$ cat src/md_data_pkg.sv
package md_data_pkg;

	// Field widths of the motion-update record
	localparam int COORD_W = 32;
	localparam int CELL_W = 4;

	// Particle count held in word 0
	localparam int CNT_W = 8;

	// Zero pad above the count so both cache-word views are 96 bits wide
	localparam int CNT_PAD_W = 3 * COORD_W - CNT_W;

	// One velocity component, raw word from the integrator
	typedef logic [COORD_W-1:0] coord_t;

	// Velocity triple, vx in the low word
	typedef struct packed {
		coord_t vz;
		coord_t vy;
		coord_t vx;
	} velocity_t;

	// Destination cell of a broadcast record
	typedef struct packed {
		logic [CELL_W-1:0] cell_x;
		logic [CELL_W-1:0] cell_y;
		logic [CELL_W-1:0] cell_z;
	} cell_id_t;

	// One buffer word
	// Word 0 is read through cnt
	// Words 1 and up are read through vel
	typedef union packed {
		velocity_t vel;
		struct packed {
			logic [CNT_PAD_W-1:0] pad;
			logic [CNT_W-1:0] count;
		} cnt;
	} cache_word_u;

endpackage

$ cat src/cache_cfg_pkg.sv
package cache_cfg_pkg;

	// Buffer geometry
	localparam int CACHE_DEPTH = 64;
	localparam int CACHE_AW = 6;
	// Word 0 holds the count
	localparam int CACHE_CAPACITY = CACHE_DEPTH - 1;

	// Coordinates of this cell
	localparam logic [3:0] MY_CELL_X = 4'd2;
	localparam logic [3:0] MY_CELL_Y = 4'd3;
	localparam logic [3:0] MY_CELL_Z = 4'd4;
	localparam logic [11:0] MY_CELL = {MY_CELL_X, MY_CELL_Y, MY_CELL_Z};

	// APB bus and address map
	localparam int APB_AW = 13;
	localparam int APB_DW = 32;
	localparam int STATUS_SEL_BIT = 12;
	localparam int LANE_LSB = 2;
	localparam int WORD_LSB = 4;
	// Lane codes in paddr[3:2]
	localparam logic [1:0] LANE_X = 2'd0;
	localparam logic [1:0] LANE_Y = 2'd1;
	localparam logic [1:0] LANE_Z = 2'd2;
	localparam logic [1:0] LANE_BAD = 2'd3;
	// Access cycles spent waiting for buffer data before pready
	localparam int RD_WAIT = 2;

	// Motion-update FSM encoding
	localparam logic [1:0] ST_IDLE = 2'd0;
	localparam logic [1:0] ST_COLLECT = 2'd1;
	localparam logic [1:0] ST_COUNT = 2'd2;
	localparam logic [1:0] ST_SWAP = 2'd3;

endpackage

$ cat src/apb_cache_port.sv
`timescale 1ns/1ps

module apb_cache_port
(
	input logic clk,
	input logic rst,
	input logic psel,
	input logic penable,
	input logic pwrite,
	input logic [cache_cfg_pkg::APB_AW-1:0] paddr,
	input logic [cache_cfg_pkg::APB_DW-1:0] pwdata,
	output logic [cache_cfg_pkg::APB_DW-1:0] prdata,
	output logic pready,
	output logic pslverr,
	output logic rd_en,
	output logic [cache_cfg_pkg::CACHE_AW-1:0] rd_addr,
	input md_data_pkg::cache_word_u rd_word,
	input logic live_sel,
	input logic busy,
	input logic overflow
);
	import cache_cfg_pkg::*;

	// Address decode
	logic setup;
	logic status_hit;
	logic in_window;
	logic [1:0] lane;
	logic [CACHE_AW-1:0] word;

	// Transfer state
	logic [1:0] wait_cnt;
	logic cache_rd;

	// Captured at setup
	logic [1:0] lane_q;
	logic word0_q;
	logic [APB_DW-1:0] resp_q;

	logic [APB_DW-1:0] lane_data;

	assign setup = psel && !penable;
	assign status_hit = paddr[STATUS_SEL_BIT];
	assign lane = paddr[LANE_LSB +: 2];
	assign word = paddr[WORD_LSB +: CACHE_AW];
	// Bits between the word index and the status select must be zero
	assign in_window = (paddr[STATUS_SEL_BIT-1 : WORD_LSB+CACHE_AW] == '0);

	////////////////////////////////////////////////////////////////////////////
	// Transfer control
	////////////////////////////////////////////////////////////////////////////
	// Decoding at setup lets short transfers finish in the first access cycle
	// Cache reads wait out the buffer latency and finish in the third
	always_ff @(posedge clk)
	begin
		if (rst)
		begin
			pready <= 1'b0;
			pslverr <= 1'b0;
			rd_en <= 1'b0;
			wait_cnt <= '0;
			cache_rd <= 1'b0;
		end
		else
		begin
			rd_en <= 1'b0;
			if (pready)
			begin
				// Transfer completes on this edge
				pready <= 1'b0;
				pslverr <= 1'b0;
				cache_rd <= 1'b0;
			end
			else if (wait_cnt != '0)
			begin
				wait_cnt <= wait_cnt - 1'b1;
				if (wait_cnt == 2'd1)
				begin
					pready <= 1'b1;
				end
			end
			else if (setup)
			begin
				// Read-only window, write data is discarded
				if (pwrite)
				begin
					pready <= 1'b1;
					pslverr <= 1'b1;
				end
				else if (status_hit || !in_window)
				begin
					pready <= 1'b1;
				end
				else if (lane == LANE_BAD)
				begin
					pready <= 1'b1;
					pslverr <= 1'b1;
				end
				else
				begin
					rd_en <= 1'b1;
					cache_rd <= 1'b1;
					wait_cnt <= 2'(RD_WAIT);
				end
			end
		end
	end

	// Read address, lane and status snapshot
	always_ff @(posedge clk)
	begin
		if (setup && !pready)
		begin
			rd_addr <= word;
			lane_q <= lane;
			word0_q <= (word == '0);
			if (status_hit && !pwrite)
			begin
				resp_q <= {{(APB_DW-3){1'b0}}, overflow, busy, live_sel};
			end
			else
			begin
				resp_q <= '0;
			end
		end
	end

	////////////////////////////////////////////////////////////////////////////
	// Read data
	////////////////////////////////////////////////////////////////////////////
	// Word 0 is the count view, every other word the velocity view
	always_comb
	begin
		if (word0_q)
		begin
			lane_data = (lane_q == LANE_X) ? APB_DW'(rd_word.cnt.count) : '0;
		end
		else
		begin
			case (lane_q)
				LANE_Y: lane_data = rd_word.vel.vy;
				LANE_Z: lane_data = rd_word.vel.vz;
				default: lane_data = rd_word.vel.vx;
			endcase
		end
	end

	// Bus data only while pready is up
	assign prdata = !pready ? '0 : (cache_rd ? lane_data : resp_q);

endmodule

$ cat config.mk
export PLATFORM = sky130hd
export DESIGN_NAME = apb_cache_port
export DESIGN_NICKNAME = d
export VERILOG_FILES = /design/src/md_data_pkg.sv /design/src/cache_cfg_pkg.sv /design/src/apb_cache_port.sv
export SDC_FILE = /design/constraint.sdc
export NUM_CORES = 1
export LEC_CHECK = 0
export BUFFER_PORTS_ARGS = -buffer_cell sky130_fd_sc_hd__buf_4
export CORE_ASPECT_RATIO = 1.1
export CORE_MARGIN = 3
export CORE_UTILIZATION = 33
export CTS_BUF_LIST = sky130_fd_sc_hd__clkbuf_16
export DETAILED_ROUTE_END_ITERATION = 8
export PLACE_DENSITY_LB_ADDON = 0.08
export SLEW_MARGIN = 40
export SYNTH_ARGS = -nofsm -noshare
export SYNTH_HDL_FRONTEND = slang
export SYNTH_SLANG_ARGS = --single-unit
$ cat constraint.sdc
create_clock -name clk -period 2.1 [get_ports clk]
set_input_delay 0 -clock clk [delete_from_list [all_inputs] [get_ports clk]]
set_output_delay 0 -clock clk [all_outputs]
set_load 0.05 [all_outputs]
==> impl_metrics.toml <==
[sta]
timing.final.crit_share = 0.9516
setup_total_negative_slack_ns = 0
worstMarginPinSlew_ns = 0.4807
final-max-slew-violation-count = 0
rsz0062_at_grt = "no"
clock_skew_ns = 0.0004159
timing.final.crit_period_ns = 1.998
max_freq_ghz = 0.5004
final_hold_viols = 0
setup_viol = 0
timing.max_slew.rel_slack = 0.6771

[logic_synthesis]
ys_seq_area_frac = 0.3026
synth.yosys.warnings = 0
dominantRegCellSynth = "edfxtp_1"
synth_top_cell_by_area = "edfxtp_1"
synth_enable_flop_cells = 12
syn_area_per_cell_um2 = 8.019
syn-cell-area_um2 = 1588
synthesis.instances = 198
synth-seq-cells = 18
synth_fp_nets = 353
netlist_top_cells_area = "edfxtp_1 (23%), a22oi_1 (15%), a211oi_1 (13%)"
async_reset_ff_frac = 0
synth.lib_cells_used.distinct = 34
synth_top_area_frac = 0.2270

[die]
die_width_um = 72.14
ios = 190
floorplan.core_area_um2 = 4473
die_area_um2 = 5681
std_cell_rows = 25
die_height_um = 78.75
initial_core_utilization = 0.3550

[power_and_ir_drop]
internal_power_mw = 0.9937
p_clk_frac = 0.263
netSwitchingPower_mw = 0.4300
cellPowerDensity_nw_per_um2 = 467.1
share_seq_of_total_power = 0.305
design_power_total_mw = 1.424
power_frac_comb = 0.432
leakage_nw = 1.386
ir_worst_vdd_mv = 0.5922
power.switching_fraction = 0.3020

[hold_path]
min_path_type = "in2reg"

[global_route]
grt_overflow = 0
antenna_found_initial = 0
pin_count_of_the_biggest_net_entering_global_routing = 59
grt_pass1_vias = 2034
global_route_wire_length_before_repair_um = 9680
grt_util_all_layers = 0.2087

[worst_setup_path]
worst_ep_arrival_time_ns = 2.00
type_of_element_capturing_the_critical_path = "output port"
crit_path_launch_type = "flip-flop"
path_class = "reg2out"
critical_path.max_fanout = 8
cp_data_required_time_ns = 2.10

[cts]
cts.htree.levels = 1
clock_insertion_delay_worst_skew_ns = 0.25
postCtsSetupRepairBufs = 0
cts_root_buf = "clkbuf_16"
clkSinkCount = 18
clockBufferDepth = 2
clk_pin_slew_worst_setup_hold_paths_ns = 0.05
tritoncts_buffer_count = 3
cts_tree = "built"

[detailed_routing]
firstDrtPassIters = 4
routed_via_density = 5.224
ant_nets = 0
detailroute.via_count = 2142
detail_route.wl_per_cell_um = 15.43
detail_route.wirelength_um = 6325
detailed_router_s_first_iteration_violation_count = 102
drt_drc_violations_left = 0

[cells_and_area]
layout_commonest_cell = "buf_4"
final_nets = 512
top_library_cells_by_usage_in_the_layout_fill_and_taps_aside = "buf_4 (162), a22oi_1 (32), nor2_1 (32)"
n_antenna_cell = 0
syn2layout_area_growth_pct = 91.96
post_route_cells_drive_above_1_share = 0.5000
fillers = 363

[place]
place_congestion = 0.8175
port-buffer-count = 155
dp_hpwl_um = 5089

[run]
maxCapViolCount = 0

[outcome]
run_status = "completed"
[per-layer routing]
layer  track usage  part of all wire  vias up
met5             0                 0        -
met4       0.05075             0.012        0
met3       0.06329              0.12        7
met2        0.3643              0.50       99
met1        0.2469              0.37      943
li1              -                 -     1093
[kinds of logic (layout without fill, tap and decap cells)]
logic type	Yosys count	count (layout)	share of synthesized area
AO/OA/AOI/OAI	87	87	0.3995
AND/OR/NAND/NOR	62	62	0.1868
adder cells (fa/ha/maj)	6	6	0.04728
buffers and inverters	25	183	0.06383
flip-flops	18	18	0.3026
[state kept, by name, indices dropped and copies added, names as in the netlist]
register / flops
rd_addr: 6
resp_q: 3
lane_q: 2
wait_cnt: 2
cache_rd: 1
pready: 1
pslverr: 1
rd_en: 1
word0_q: 1
[area by class of cell]
class / instances / area [µm²] / area share
inverters: 6 / 22.52 / 0.007389
repair buffers: 173 / 1346 / 0.4417
well taps: 54 / 67.56 / 0.02217
clock buffers: 3 / 75.07 / 0.02463
flip-flops and latches: 18 / 480.5 / 0.1576
clock inverters: 1 / 3.754 / 0.001232
multi-input cells: 155 / 1052 / 0.3452
[synthesized netlist by cell type, types with 6 or more instances]
cell type	instances
a22oi_1	32
nor2_1	32
a211oi_1	27
edfxtp_1	12
clkbuf_1	9
a21oi_1	6
buf_2	6
dfxtp_1	6
ha_1	6
inv_1	6
[final timing paths]
| check | start | to | slack, ns | cells past startpoint |
|---|---|---|---|---|
| setup / recovery | lane_q[0] | prdata[1] | 0.10 | 6 |
| hold / removal | busy | resp_q[1] | 0.03 | 2 |
| hold reg to reg | pslverr | pslverr | 0.51 | 2 |
| setup reg to reg | pready | rd_addr[0] | 0.64 | 2 |
[worst max-delay path, cell delays in order (launching register included)]
cell and delay, ns:
edfxtp_1 0.39, inv_1 0.10, ha_1 0.39, a22oi_1 0.15, a211o_1 0.31, a31oi_1 0.18
buf_4 0.23
[per-stage QoR]
step | cell area [µm²] | utilization | std cells | setup WS [ns] | hold slack, ns
floorplan | 1629 | - | 198 | -0.3213 | 0.07276
global placement | 2877 | 0.6431 | 397 | 0.4138 | 0.1855
detailed placement | 2877 | 0.6431 | 397 | 0.3670 | 0.1850
CTS | 3045 | 0.6808 | 410 | 0.09857 | 0.02586
global route | 3048 | 0.6814 | 410 | 0.001706 | 0.03000
finish | 3048 | 0.6814 | 410 | 0.1016 | 0.02866
[power groups by stage]
stage / sequential (mW) / combinational, mW / clock (mW)
after detailed placement: 0.440 / 0.602 / 0
after floorplan: 0.476 / 0.301 / 0
after CTS: 0.434 / 0.618 / 0.382
final: 0.434 / 0.615 / 0.374
after global placement: 0.439 / 0.592 / 0
after global routing: 0.438 / 0.675 / 0.398
[repair_timing]
action / CTS / global route
hold buffers: 9 / 0
endpoints found under the setup margin: 0 / 3
gates resized for setup: 0 / 1
endpoints found under the hold margin: 12 / 0
Power figures use the tool's default switching activity.
