**config.mk**
```make
export PLATFORM = sky130hd
export DESIGN_NAME = velocity_cache_ctrl
export DESIGN_NICKNAME = d
export VERILOG_FILES = /design/src/md_data_pkg.sv /design/src/cache_cfg_pkg.sv /design/src/velocity_cache_ctrl.sv
export SDC_FILE = /design/constraint.sdc
export NUM_CORES = 1
export LEC_CHECK = 0
export ABC_AREA = 1
export ABC_CLOCK_PERIOD_IN_PS = 5750
export BUFFER_PORTS_ARGS = -buffer_cell sky130_fd_sc_hd__buf_2
export CORE_UTILIZATION = 47
export DETAILED_ROUTE_END_ITERATION = 8
export GPL_ROUTABILITY_DRIVEN = 0
export GPL_TIMING_DRIVEN = 0
export PLACE_DENSITY = 0.8
export SETUP_SLACK_MARGIN = 0.15
export SYNTH_ARGS = -nofsm -noshare
export SYNTH_HDL_FRONTEND = slang
export SYNTH_SLANG_ARGS = --single-unit
```
**constraint.sdc**
```tcl
create_clock -name clk -period 5.75 [get_ports clk]
set_input_delay 1.15 -clock clk [delete_from_list [all_inputs] [get_ports clk]]
set_output_delay 1.15 -clock clk [all_outputs]
set_load 0.005 [all_outputs]
```
**src/md_data_pkg.sv**
```systemverilog
package md_data_pkg;

	// Field widths of the motion-update record
	localparam int COORD_W = 32;
	localparam int CELL_W = 4;

	// Particle count held in word 0
	localparam int CNT_W = 8;

	// Zero pad above the count so both cache-word views are 96 bits wide
	localparam int CNT_PAD_W = 3 * COORD_W - CNT_W;

	// One velocity component, raw word from the integrator
	typedef logic [COORD_W-1:0] coord_t;

	// Velocity triple, vx in the low word
	typedef struct packed {
		coord_t vz;
		coord_t vy;
		coord_t vx;
	} velocity_t;

	// Destination cell of a broadcast record
	typedef struct packed {
		logic [CELL_W-1:0] cell_x;
		logic [CELL_W-1:0] cell_y;
		logic [CELL_W-1:0] cell_z;
	} cell_id_t;

	// One buffer word
	// Word 0 is read through cnt
	// Words 1 and up are read through vel
	typedef union packed {
		velocity_t vel;
		struct packed {
			logic [CNT_PAD_W-1:0] pad;
			logic [CNT_W-1:0] count;
		} cnt;
	} cache_word_u;

endpackage

```
**src/cache_cfg_pkg.sv**
```systemverilog
package cache_cfg_pkg;

	// Buffer geometry
	localparam int CACHE_DEPTH = 64;
	localparam int CACHE_AW = 6;
	// Word 0 holds the count
	localparam int CACHE_CAPACITY = CACHE_DEPTH - 1;

	// Coordinates of this cell
	localparam logic [3:0] MY_CELL_X = 4'd2;
	localparam logic [3:0] MY_CELL_Y = 4'd3;
	localparam logic [3:0] MY_CELL_Z = 4'd4;
	localparam logic [11:0] MY_CELL = {MY_CELL_X, MY_CELL_Y, MY_CELL_Z};

	// APB bus and address map
	localparam int APB_AW = 13;
	localparam int APB_DW = 32;
	localparam int STATUS_SEL_BIT = 12;
	localparam int LANE_LSB = 2;
	localparam int WORD_LSB = 4;
	// Lane codes in paddr[3:2]
	localparam logic [1:0] LANE_X = 2'd0;
	localparam logic [1:0] LANE_Y = 2'd1;
	localparam logic [1:0] LANE_Z = 2'd2;
	localparam logic [1:0] LANE_BAD = 2'd3;
	// Access cycles spent waiting for buffer data before pready
	localparam int RD_WAIT = 2;

	// Motion-update FSM encoding
	localparam logic [1:0] ST_IDLE = 2'd0;
	localparam logic [1:0] ST_COLLECT = 2'd1;
	localparam logic [1:0] ST_COUNT = 2'd2;
	localparam logic [1:0] ST_SWAP = 2'd3;

endpackage

```
**src/velocity_cache_ctrl.sv**
```systemverilog
`timescale 1ns/1ps

module velocity_cache_ctrl
(
	input logic clk,
	input logic rst,
	input logic update_en,
	input logic rec_valid,
	input md_data_pkg::velocity_t rec_velocity,
	input md_data_pkg::cell_id_t rec_dst,
	output logic wr_en,
	output logic [cache_cfg_pkg::CACHE_AW-1:0] wr_addr,
	output md_data_pkg::cache_word_u wr_word,
	output logic live_sel,
	output logic busy,
	output logic overflow
);
	import md_data_pkg::*;
	import cache_cfg_pkg::*;

	logic [1:0] state;

	// Records stored so far in this update
	logic [CACHE_AW-1:0] rec_cnt;

	// Beat decode
	logic hit;
	logic take;
	logic full;

	////////////////////////////////////////////////////////////////////////////
	// Destination filter
	////////////////////////////////////////////////////////////////////////////
	// Only records addressed to this cell are kept
	assign hit = rec_valid && (rec_dst == MY_CELL);

	// Beats are taken on the starting edge and all through collect
	assign take = update_en && hit && (state == ST_IDLE || state == ST_COLLECT);

	// Shadow is full once every slot after word 0 is used
	assign full = (rec_cnt == CACHE_AW'(CACHE_CAPACITY));

	////////////////////////////////////////////////////////////////////////////
	// Motion-update FSM
	////////////////////////////////////////////////////////////////////////////
	always_ff @(posedge clk)
	begin
		if (rst)
		begin
			state <= ST_IDLE;
			rec_cnt <= '0;
			wr_en <= 1'b0;
			live_sel <= 1'b0;
			busy <= 1'b0;
			overflow <= 1'b0;
		end
		else
		begin
			wr_en <= 1'b0;
			case (state)
				ST_IDLE:
				begin
					// New update, overflow starts clean
					if (update_en)
					begin
						state <= ST_COLLECT;
						busy <= 1'b1;
						overflow <= 1'b0;
					end
				end
				ST_COLLECT:
				begin
					if (!update_en)
					begin
						state <= ST_COUNT;
					end
				end
				ST_COUNT:
				begin
					// Count word goes to address 0
					wr_en <= 1'b1;
					state <= ST_SWAP;
				end
				ST_SWAP:
				begin
					// Shadow becomes live
					live_sel <= ~live_sel;
					busy <= 1'b0;
					rec_cnt <= '0;
					state <= ST_IDLE;
				end
				default:
				begin
					state <= ST_IDLE;
				end
			endcase

			// Store or drop the matching beat
			if (take)
			begin
				if (full)
				begin
					overflow <= 1'b1;
				end
				else
				begin
					wr_en <= 1'b1;
					rec_cnt <= rec_cnt + 1'b1;
				end
			end
		end
	end

	// Write address and data
	// Slots count from 1, the count word uses the union's count view
	always_ff @(posedge clk)
	begin
		if (take && !full)
		begin
			wr_addr <= rec_cnt + 1'b1;
			wr_word.vel <= rec_velocity;
		end
		else if (state == ST_COUNT)
		begin
			wr_addr <= '0;
			wr_word.cnt.pad <= '0;
			wr_word.cnt.count <= CNT_W'(rec_cnt);
		end
	end

endmodule

```
==> implementation parameters, run 1 <==
Parameter                              Value

Global routing
  Wire length of the first global-routing pass    17700 um
  Antenna violations before repair    0
  Pin count of the biggest net entering global routing    55
  Final global-route overflow total    0
  Vias in the first global route    approximately 3600
  GR Util All Layers    21.4%

Route
  Drt drc    0
  Iteration count of the initial detailed-routing pass    4
  Detail-routed via count per cell    around 4.5
  Remaining antenna violation count    0
  WL final    approximately 11000 um
  Routed length per instance    about 13 um
  DRC violation total after the first TritonRoute iteration    165
  DR vias    ~3700

Worst setup path
  Crit path kind    in -> reg
  Arrival time of data at the critical path endpoint    between 3000 and 4000 ps
  Element type at the critical path start    input port
  Maximum fanout encountered on the critical timing path    54
  Worst setup EP type    flop
  Worst EP required    between 5000 and 6000 ps

STA
  Total negative setup slack    0 ps
  Max Freq    ~350 MHz
  Fin. Hold Viols    0
  Hold slack final    just under 500 ps
  Final setup violation count    0
  Clock period minus final worst setup slack    ~2900 ps
  Worst clock skew on the final layout    between 5 and 6 ps
  Number of pins exceeding their max-slew limit in the final report    0
  Final WS setup    2880 ps
  Slew of the pin with the lowest slew margin    about 700 ps
  Final cycle utilization of the critical path    between 40% and 50%
  Max-slew headroom    around 54%
  Unrepaired setup endpoints after global routing    false

Finish
  Filler cell count    between 700 and 800
  Antenna diode count    0
  Area taken by multi-input logic gates    about 0.0011 mm2
  Post-layout instance count excluding filler cells    about 820
  Most common library cell in the layout ignoring fill and taps    buf_2
  Ratio of cells with drive above 1 in the final layout    49.0%
  Growth of design area from synthesis to finish    38.6%
  Nets    slightly below 800
  Final design instance area without fill    ~0.0068 mm2
  Register area    0.00330 mm2
  Post-layout util    68.5%
  Commonest cells after routing, fill and taps aside    buf_2, inv_1, edfxtp_1

Floorplanning
  Die outline area    0.0109 mm2
  Die Height    about 100 um
  Num ports    between 200 and 250
  Initial core utilization    49.4%
  Placeable core region    around 0.01 mm2
  Die X    104 um
  Std-Cell Rows    36

Place
  Placement Cell Area    slightly above 0.006 mm2
  Dpl hpwl    ~8000 um
  Port bufs    around 220
  Cell total after placement    slightly below 800
  Worst-case setup slack after placement    about 2300 ps

Synthesis
  Post-synthesis sequential area ratio    about two thirds
  Synth Instances    approximately 430
  Warning count from the yosys run    0
  #FFs+latches synth    114
  Synthesized area per cell    between 10 and 15 um2
  Mapped Area    slightly below 0.005 mm2
  Synthesized net count    551
  Distinct cell type count after synthesis    21

Clock network
  Cell chosen for the clock root    clkbuf_8
  Insertion delay to the later sink of the worst-skew pair    ~500 ps
  Number of buffers inserted during clock tree synthesis    17
  Total number of H-tree levels    4
  Clock edge transition at the registers on the reported setup and hold paths    60 ps
  # clock sinks    114
  Total setup buffers inserted after CTS    0
  Hold buffer count at CTS    0
  Clock buffer depth    2
  Clock tree from TritonCTS    built
  Post_cts resized    0

Pwr
  Cell area power density    around 390 mW/mm2
  VDD IR-drop max    around 430 uV
  Cell leakage power    about 3.3 nW
  Power Total    approximately 2.6 mW

Run
  Number of maximum-capacitance violations    0

Min path
  Type of the tightest min-delay check    reg -> reg

Run status
  Result of the run    finished clean
## flip-flops by register name (all words and copies together), names as in the netlist
| signal | flops |
|---|---|
| busy | 1 |
| live_sel | 1 |
| overflow | 1 |
| rec_cnt | 6 |
| state | 2 |
| wr_addr | 6 |
| wr_en | 1 |
| wr_word | 96 |
## layer usage
metal / global-route usage, % / wire length, um
met3: 5.70 / 639
met2: 36.7 / 5650
met1: 24.4 / 4250
met4: 10.8 / 305
met5: 0 / 0
## layout make-up
type	instances	area share, %
Clock buffer	20	6.24
Clock inverter	12	2.75
Sequential cell	114	48.4
Timing Repair Buffer	218	16.3
Inverter	114	6.28
Buffer	11	2.02
Tap cell	133	2.44
Multi-Input combinational cell	194	15.5
## worst paths after layout
kind / depth (start not counted) / endpoint / slack [ps] / from
worst max-delay path: 9 / wr_word[88] / 2880 / rec_dst[0]
worst min-delay path: 2 / overflow / 490 / overflow
worst max register to register: 11 / wr_word[88] / 3010 / state[0]
worst min register to register: 2 / overflow / 490 / overflow
## logic make-up after synthesis
family | Yosys count | share of synthesized area, %
AO/OA/AOI/OAI | 19 | 1.93
AND/OR/NAND/NOR | 166 | 17.3
buffers and inverters | 125 | 11.5
XOR/XNOR | 3 | 0.534
adder cells (fa/ha/maj) | 6 | 1.53
flip-flops | 114 | 67.2
## synthesized netlist by cell type
master / count / area share, %
a21oi_1: 9 / 0.92
nand3_1: 4 / 0.41
buf_2: 2 / 0.20
nand3_2: 1 / 0.20
edfxtp_1: 102 / 62
nand3_4: 1 / 0.36
nor2_2: 71 / 9.0
inv_2: 3 / 0.23
nand2_1: 40 / 3.1
buf_4: 1 / 0.15
ha_1: 6 / 1.5
nor4_1: 2 / 0.25
nand4_1: 3 / 0.38
nor2_4: 2 / 0.46
nor2_1: 42 / 3.2
xor2_1: 1 / 0.18
dfxtp_1: 12 / 4.9
xnor2_1: 2 / 0.36
buf_8: 8 / 2.4
o21ai_0: 10 / 1.0
inv_1: 111 / 8.5
## where the power goes
group	internal (mW)	switching (mW)	total (mW)
Sequential	1.11	0.0423	1.15
Combinational	0.158	0.249	0.407
Clock	0.741	0.345	1.09
Total	2.01	0.636	2.64
## critical path, cell delays in order
cell and delay, ps:
buf_2 100, nor2_1 100, nand2_1 80, nor2_2 260, nand3_4 150, buf_8 190
buf_8 160, nand2_4 490, buf_16 340
Power figures use the tool's default switching activity.
==> inputs of run 2 (changes only) <==
--- a/config.mk
+++ b/config.mk
@@ -6,7 +6,7 @@
 export NUM_CORES = 1
 export LEC_CHECK = 0
 export ABC_AREA = 1
-export ABC_CLOCK_PERIOD_IN_PS = 5750
+export ABC_CLOCK_PERIOD_IN_PS = 2900
 export BUFFER_PORTS_ARGS = -buffer_cell sky130_fd_sc_hd__buf_2
 export CORE_UTILIZATION = 47
 export DETAILED_ROUTE_END_ITERATION = 8
==> constraint.sdc (replaced) <==
create_clock -name clk -period 2.9 [get_ports clk]
set_input_delay 0.58 -clock clk [delete_from_list [all_inputs] [get_ports clk]]
set_output_delay 0.58 -clock clk [all_outputs]
set_load 0.005 [all_outputs]
==> implementation parameters, run 2 (synthesis results as in run 1) <==
Parameter                              Value

Clock network
  Clock tree from TritonCTS    built
  Hold buffer count at CTS    0
  # clock sinks    114
  Number of buffers inserted during clock tree synthesis    17
  Total number of H-tree levels    4
  Clock edge transition at the registers on the reported setup and hold paths    about 50 ps
  Cell chosen for the clock root    clkbuf_8
  Total setup buffers inserted after CTS    0
  Insertion delay to the later sink of the worst-skew pair    between 500 and 600 ps
  Clock buffer depth    2

STA
  Slew of the pin with the lowest slew margin    just under 800 ps
  Final cycle utilization of the critical path    86.9%
  Worst clock skew on the final layout    just under 6 ps
  Final setup violation count    0
  Max Freq    between 300 and 400 MHz
  Clock period minus final worst setup slack    between 2000 and 3000 ps
  Fin. Hold Viols    0
  Max-slew headroom    47.9%
  Unrepaired setup endpoints after global routing    false
  Number of pins exceeding their max-slew limit in the final report    0

Floorplanning
  Placeable core region    0.00995 mm2
  Die Height    around 100 um
  Die X    about 100 um
  Std-Cell Rows    36
  Die outline area    about 0.011 mm2
  Num ports    about 220
  Initial core utilization    around 49%

Pwr
  VDD IR-drop max    between 400 and 500 uV
  Cell leakage power    around 3.3 nW
  Cell area power density    between 700 and 800 mW/mm2
  Power Total    ~5.2 mW

Run
  Number of maximum-capacitance violations    0

Place
  Port bufs    217
  Placement Cell Area    about 0.0062 mm2
  Dpl hpwl    8120 um

Finish
  Growth of design area from synthesis to finish    38.2%
  Filler cell count    approximately 790
  Max reg flops    96
  Nets    approximately 800
  Largest registers    wr_word: 96 flops, rec_cnt: 6 flops, wr_addr: 6 flops
  Most common library cell in the layout ignoring fill and taps    buf_2
  Commonest cells after routing, fill and taps aside    buf_2, inv_1, edfxtp_1
  Top register by number of flip-flops    wr_word
  Ratio of cells with drive above 1 in the final layout    between 40 and 50%
  Antenna diode count    0
  Final design instance area without fill    between 0.006 and 0.007 mm2

Global routing
  Antenna violations before repair    0
  Pin count of the biggest net entering global routing    a little over 100
  Vias in the first global route    ~3500
  Wire length of the first global-routing pass    17200 um
  GR Util All Layers    a little over a fifth
  Final global-route overflow total    0

Worst setup path
  Element type at the critical path start    flop
  Arrival time of data at the critical path endpoint    around 2700 ps
  Slowest cell delay on critical path    approximately 520 ps
  Worst setup EP type    flop
  Ordered cell list for the critical path    inv_1, ha_1, inv_1, nand2_1, nand2_1, nor2_4, nand3_4, buf_8, buf_8, nand2_8
  Crit path max-delay family    simple AND/OR/NAND/NOR gates
  Crit path kind    reg -> reg
  Maximum fanout encountered on the critical timing path    ~100
  Worst EP required    slightly above 3000 ps
  Cell with the largest stage delay on the worst path    nand2_8
  Buffers & Inverters on Critical Path    4

Route
  Remaining antenna violation count    0
  Detail-routed via count per cell    around 4.5
  DR vias    around 3700
  Iteration count of the initial detailed-routing pass    4
  Routed length per instance    13.8 um
  DRC violation total after the first TritonRoute iteration    ~210
  Drt drc    0
  WL final    11200 um

Min path
  Type of the tightest min-delay check    in -> reg

Run status
  Result of the run    finished clean
[run 2: cell types whose count changed in the layout (fill, tap and decap cells not counted)]
cell | before | now
clkinv_2 | 3 | 6
clkbuf_1 | 3 | 1
buf_16 | 1 | 0
clkinv_1 | 2 | 1
clkinvlp_4 | 2 | 1
nand2_4 | 1 | 0
nand2_8 | 0 | 1
[run 2: stage by stage]
step	TNS, ps	worst slack, ps	hold WS (ps)	util, %	instances
2_1_floorplan	0	404	464	-	433
3_3_place_gp	-9020	-92.6	466	62.1	783
3_5_place_dp	-15190	-155	477	62.1	783
4_1_cts	0	393	302	68.3	814
5_1_grt	0	212	317	68.3	814
6_report	0	379	333	68.3	814
[run 2: worst paths after layout]
path / start / to / slack (ps) / cells after the start
min reg2reg: overflow / overflow / 480 / 2
max reg2reg: state[0] / wr_word[78] / 380 / 10
min: rst / state[0] / 330 / 2
max: state[0] / wr_word[78] / 380 / 10
[run 2: repair_timing]
action | CTS | global route
setup endpoints to repair | 102 | 0
hold endpoints to repair | 0 | 0
resized for setup | 1 | 0
[run 2: power breakdown]
group / switching, mW / internal [mW]
clock network: 0.683 / 1.46
logic: 0.500 / 0.289
registers: 0.0771 / 2.21
[run 2: cell type report]
type	instances	area, um2	share of cell area (%)
clock inverter	13	191	2.82
tap	133	166	2.45
buffer	11	138	2.03
sequential	114	3300	48.6
timing repair buffer	217	1090	16.0
clock buffer	18	418	6.15
inverter	114	428	6.30
multi-input combinational	194	1070	15.7
[run 2: worst reg2reg max path, cell delays in order, from the launching register on]
cell	delay, ps
dfxtp_1	340
inv_1	120
ha_1	180
inv_1	60
nand2_1	70
nand2_1	100
nor2_4	180
nand3_4	130
buf_8	190
buf_8	170
nand2_8	520
[run 2: per-layer routing]
layer,global-route usage (%),wire length [um]
met1,23.3,4340
met5,0,0
met4,8.57,187
met3,6.14,647
met2,37.8,6030
==> inputs of run 3 (changes only) <==
--- a/config.mk
+++ b/config.mk
@@ -5,14 +5,15 @@
 export SDC_FILE = /design/constraint.sdc
 export NUM_CORES = 1
 export LEC_CHECK = 0
-export ABC_AREA = 1
-export ABC_CLOCK_PERIOD_IN_PS = 2900
+export ABC_AREA = 0
+export ABC_CLOCK_PERIOD_IN_PS = 2200
 export BUFFER_PORTS_ARGS = -buffer_cell sky130_fd_sc_hd__buf_2
-export CORE_UTILIZATION = 47
+export CORE_UTILIZATION = 43
+export CTS_BUF_LIST = sky130_fd_sc_hd__clkbuf_8
 export DETAILED_ROUTE_END_ITERATION = 8
 export GPL_ROUTABILITY_DRIVEN = 0
 export GPL_TIMING_DRIVEN = 0
-export PLACE_DENSITY = 0.8
+export PLACE_DENSITY = 0.78
 export SETUP_SLACK_MARGIN = 0.15
 export SYNTH_ARGS = -nofsm -noshare
 export SYNTH_HDL_FRONTEND = slang
==> constraint.sdc (replaced) <==
create_clock -name clk -period 2.2 [get_ports clk]
set_input_delay 0.44 -clock clk [delete_from_list [all_inputs] [get_ports clk]]
set_output_delay 0.44 -clock clk [all_outputs]
set_load 0.005 [all_outputs]
==> implementation parameters, run 3 <==
Parameter                              Value

Finish
  Max reg flops    96
  Ratio of cells with drive above 1 in the final layout    49.6%
  Antenna diode count    0
  Commonest cells after routing, fill and taps aside    buf_2, edfxtp_1, and2_1
  Post-layout instance count excluding filler cells    701
  Most common library cell in the layout ignoring fill and taps    buf_2
  Post-layout util    61.9%
  Growth of design area from synthesis to finish    39.1%
  Final design instance area without fill    approximately 0.0064 mm2
  Top register by number of flip-flops    wr_word
  Largest registers    wr_word: 96 flops, rec_cnt: 6 flops, wr_addr: 6 flops
  Nets    ~670

Synthesis
  Mapped Area    0.00461 mm2
  Number of flops mapped to enable cells by yosys    102
  #FFs+latches synth    114
  Fraction of the mapped netlist area in compound gates    4.12%
  Synthesized area per cell    about 15 um2
  Cell with the most instances after synthesis    edfxtp_1
  Warning count from the yosys run    0
  Synth top area share    about two thirds
  Synthesized net count    between 400 and 500
  Adder-Cell Fraction of Synth Area    ~1.6%
  Most used standard cells in the synthesized netlist    edfxtp_1, and2_1, nor2_1
  Combinational family with the most area after synthesis    simple AND/OR/NAND/NOR gates
  Fraction of synthesis flops using an asynchronous set or reset pin    0%
  Area contributors post-synth    edfxtp_1, and2_1, dfxtp_1
  Xor-xnor portion of the synthesized cell area    less than 1%
  Distinct cell type count after synthesis    37
  Mux share of post-synthesis cell area    1.19%
  Simple-gate share of the synthesized area    ~18%
  Post-synthesis cell type with the largest combined area    edfxtp_1
  Post-synthesis sequential area ratio    71.6%
  Synth Instances    just over 300
  Post-synth top flop    edfxtp_1

Worst setup path
  Element type at the critical path start    flop
  CP Launch Point    rec_cnt[0]
  Worst Reg2Reg Path Length in Cells    7
  R2R Path End    wr_word[1]
  Worst setup path endpoint    wr_word[1]
  Worst setup EP type    flop
  Register-to-register setup slack    240 ps
  Crit path kind    reg -> reg
  Launch point of the worst reg-to-reg path    rec_cnt[0]
  Maximum fanout encountered on the critical timing path    7
  Worst EP required    roughly 2400 ps
  Arrival time of data at the critical path endpoint    between 2000 and 2500 ps

Global routing
  Vias in the first global route    3155
  Antenna violations before repair    0
  Pin count of the biggest net entering global routing    52
  Final global-route overflow total    0
  GR Util All Layers    between 10% and 20%
  Wire length of the first global-routing pass    between 15000 and 20000 um

Clock network
  Cell chosen for the clock root    clkbuf_8
  Insertion delay to the later sink of the worst-skew pair    420 ps
  # clock sinks    around 110
  Total number of H-tree levels    4
  Clock edge transition at the registers on the reported setup and hold paths    ~70 ps
  Clock tree from TritonCTS    built
  Number of buffers inserted during clock tree synthesis    17
  Clock buffer depth    2

STA
  Unrepaired setup endpoints after global routing    false
  Slew of the pin with the lowest slew margin    approximately 530 ps
  Worst clock skew on the final layout    ~7.8 ps
  Final setup violation count    0
  Number of pins exceeding their max-slew limit in the final report    0
  Fin. Hold Viols    0
  Final cycle utilization of the critical path    ~90%
  Hold slack final    about 290 ps
  Max-slew headroom    around two thirds
  Clock period minus final worst setup slack    1960 ps
  Final WS setup    roughly 240 ps
  Max Freq    ~510 MHz

Route
  Routed length per instance    roughly 15 um
  DR vias    between 3000 and 4000
  DRC violation total after the first TritonRoute iteration    between 100 and 150
  Drt drc    0
  Detail-routed via count per cell    between 4 and 5
  Remaining antenna violation count    0
  WL final    between 10000 and 15000 um
  Iteration count of the initial detailed-routing pass    4

Floorplanning
  Initial core utilization    44.5%
  Num ports    between 200 and 250
  Die outline area    0.0111 mm2
  Placeable core region    roughly 0.010 mm2
  Die X    about 110 um
  Std-Cell Rows    37
  Die Height    roughly 110 um

Pwr
  Cell area power density    about 930 mW/mm2
  Cell leakage power    ~2.8 nW
  VDD IR-drop max    ~570 uV

Run status
  Result of the run    finished clean

Place
  Placement Cell Area    slightly below 0.006 mm2
  Dpl hpwl    7160 um
  Worst-case setup slack after placement    -204 ps
  Cell total after placement    660
  Port bufs    roughly 220

Run
  Number of maximum-capacitance violations    0

Min path
  Worst Hold Launch    rec_velocity[23]
  Type of the tightest min-delay check    in -> reg
run 3: cell count changes in the layout (fill, tap and decap cells not counted), moves of 17 or more:
cell,delta
inv_1,-103
and2_1,+91
nor2_2,-71
nand2_1,-35
nor2_1,-28
clkbuf_8,+17
run 3: cells by family after synthesis:
| logic type | count (synthesis) |
|---|---|
| muxes | 5 |
| AOI/OAI and AO/OA | 25 |
| and+or+nand+nor | 133 |
| DFF | 114 |
| adders and majority gates | 6 |
| xor gates and xnor gates | 3 |
| buffers and inverters | 21 |
run 3: what timing repair did:
| item | 4_1_cts | 5_1_grt |
|---|---|---|
| gates resized for setup | 2 | 13 |
| hold buffers | 0 | 0 |
| setup buffers | 1 | 7 |
| endpoints found under the hold margin | 0 | 0 |
| cloned | 2 | 2 |
| endpoints found under the setup margin | 110 | 197 |
| pin swaps | 2 | 4 |
run 3: per-stage QoR:
stage	setup TNS, ps	total power [mW]
2_1_floorplan	0	3.54
3_3_place_gp	-15400	4.12
3_5_place_dp	-20360	4.18
4_1_cts	0	5.96
5_1_grt	0	6.24
6_report	0	5.94
run 3: final cells by class:
| type | instances | area, um2 |
|---|---|---|
| Buffer | 14 | 128 |
| Fill cell | 838 | 3960 |
| Timing Repair Buffer | 225 | 1170 |
| Sequential cell | 114 | 3300 |
| Tap cell | 136 | 170 |
| Clock buffer | 17 | 234 |
| Inverter | 7 | 30.0 |
| Multi-Input combinational cell | 176 | 1270 |
| Clock inverter | 12 | 103 |
run 3: worst min-delay path by stage:
stage	to	cells past startpoint
3_5_place_dp	overflow	2
6_report	wr_word[23]	2
4_1_cts	wr_word[10]	2
2_1_floorplan	overflow	2
5_1_grt	wr_word[87]	2
3_3_place_gp	busy	2
run 3: critical path, stage by stage (launching register included):
cell,delay [ps]
dfxtp_2,360
ha_1,240
and3_1,160
and3_1,190
buf_6,130
nor3_4,140
buf_6,160
mux2_2,330
run 3: where the power goes:
| group | internal (mW) | leakage (nW) | switching, mW |
|---|---|---|---|
| Sequential | 2.93 | 1.05 | 0.117 |
| Combinational | 0.445 | 1.54 | 0.723 |
| Clock | 0.951 | 0.183 | 0.776 |
| Total | 4.33 | 2.77 | 1.62 |
run 3: metal layers:
| layer | GRT usage [%] | share of wire [%] | up-vias | wire length (um) |
|---|---|---|---|---|
| met5 | 0 | 0 | - | 0 |
| met4 | 9.52 | 2.2 | 0 | 238 |
| met3 | 6.18 | 8.3 | 25 | 888 |
| met2 | 32.1 | 51 | 172 | 5490 |
| met1 | 21.5 | 38 | 1503 | 4140 |
| li1 | - | - | 1607 | - |
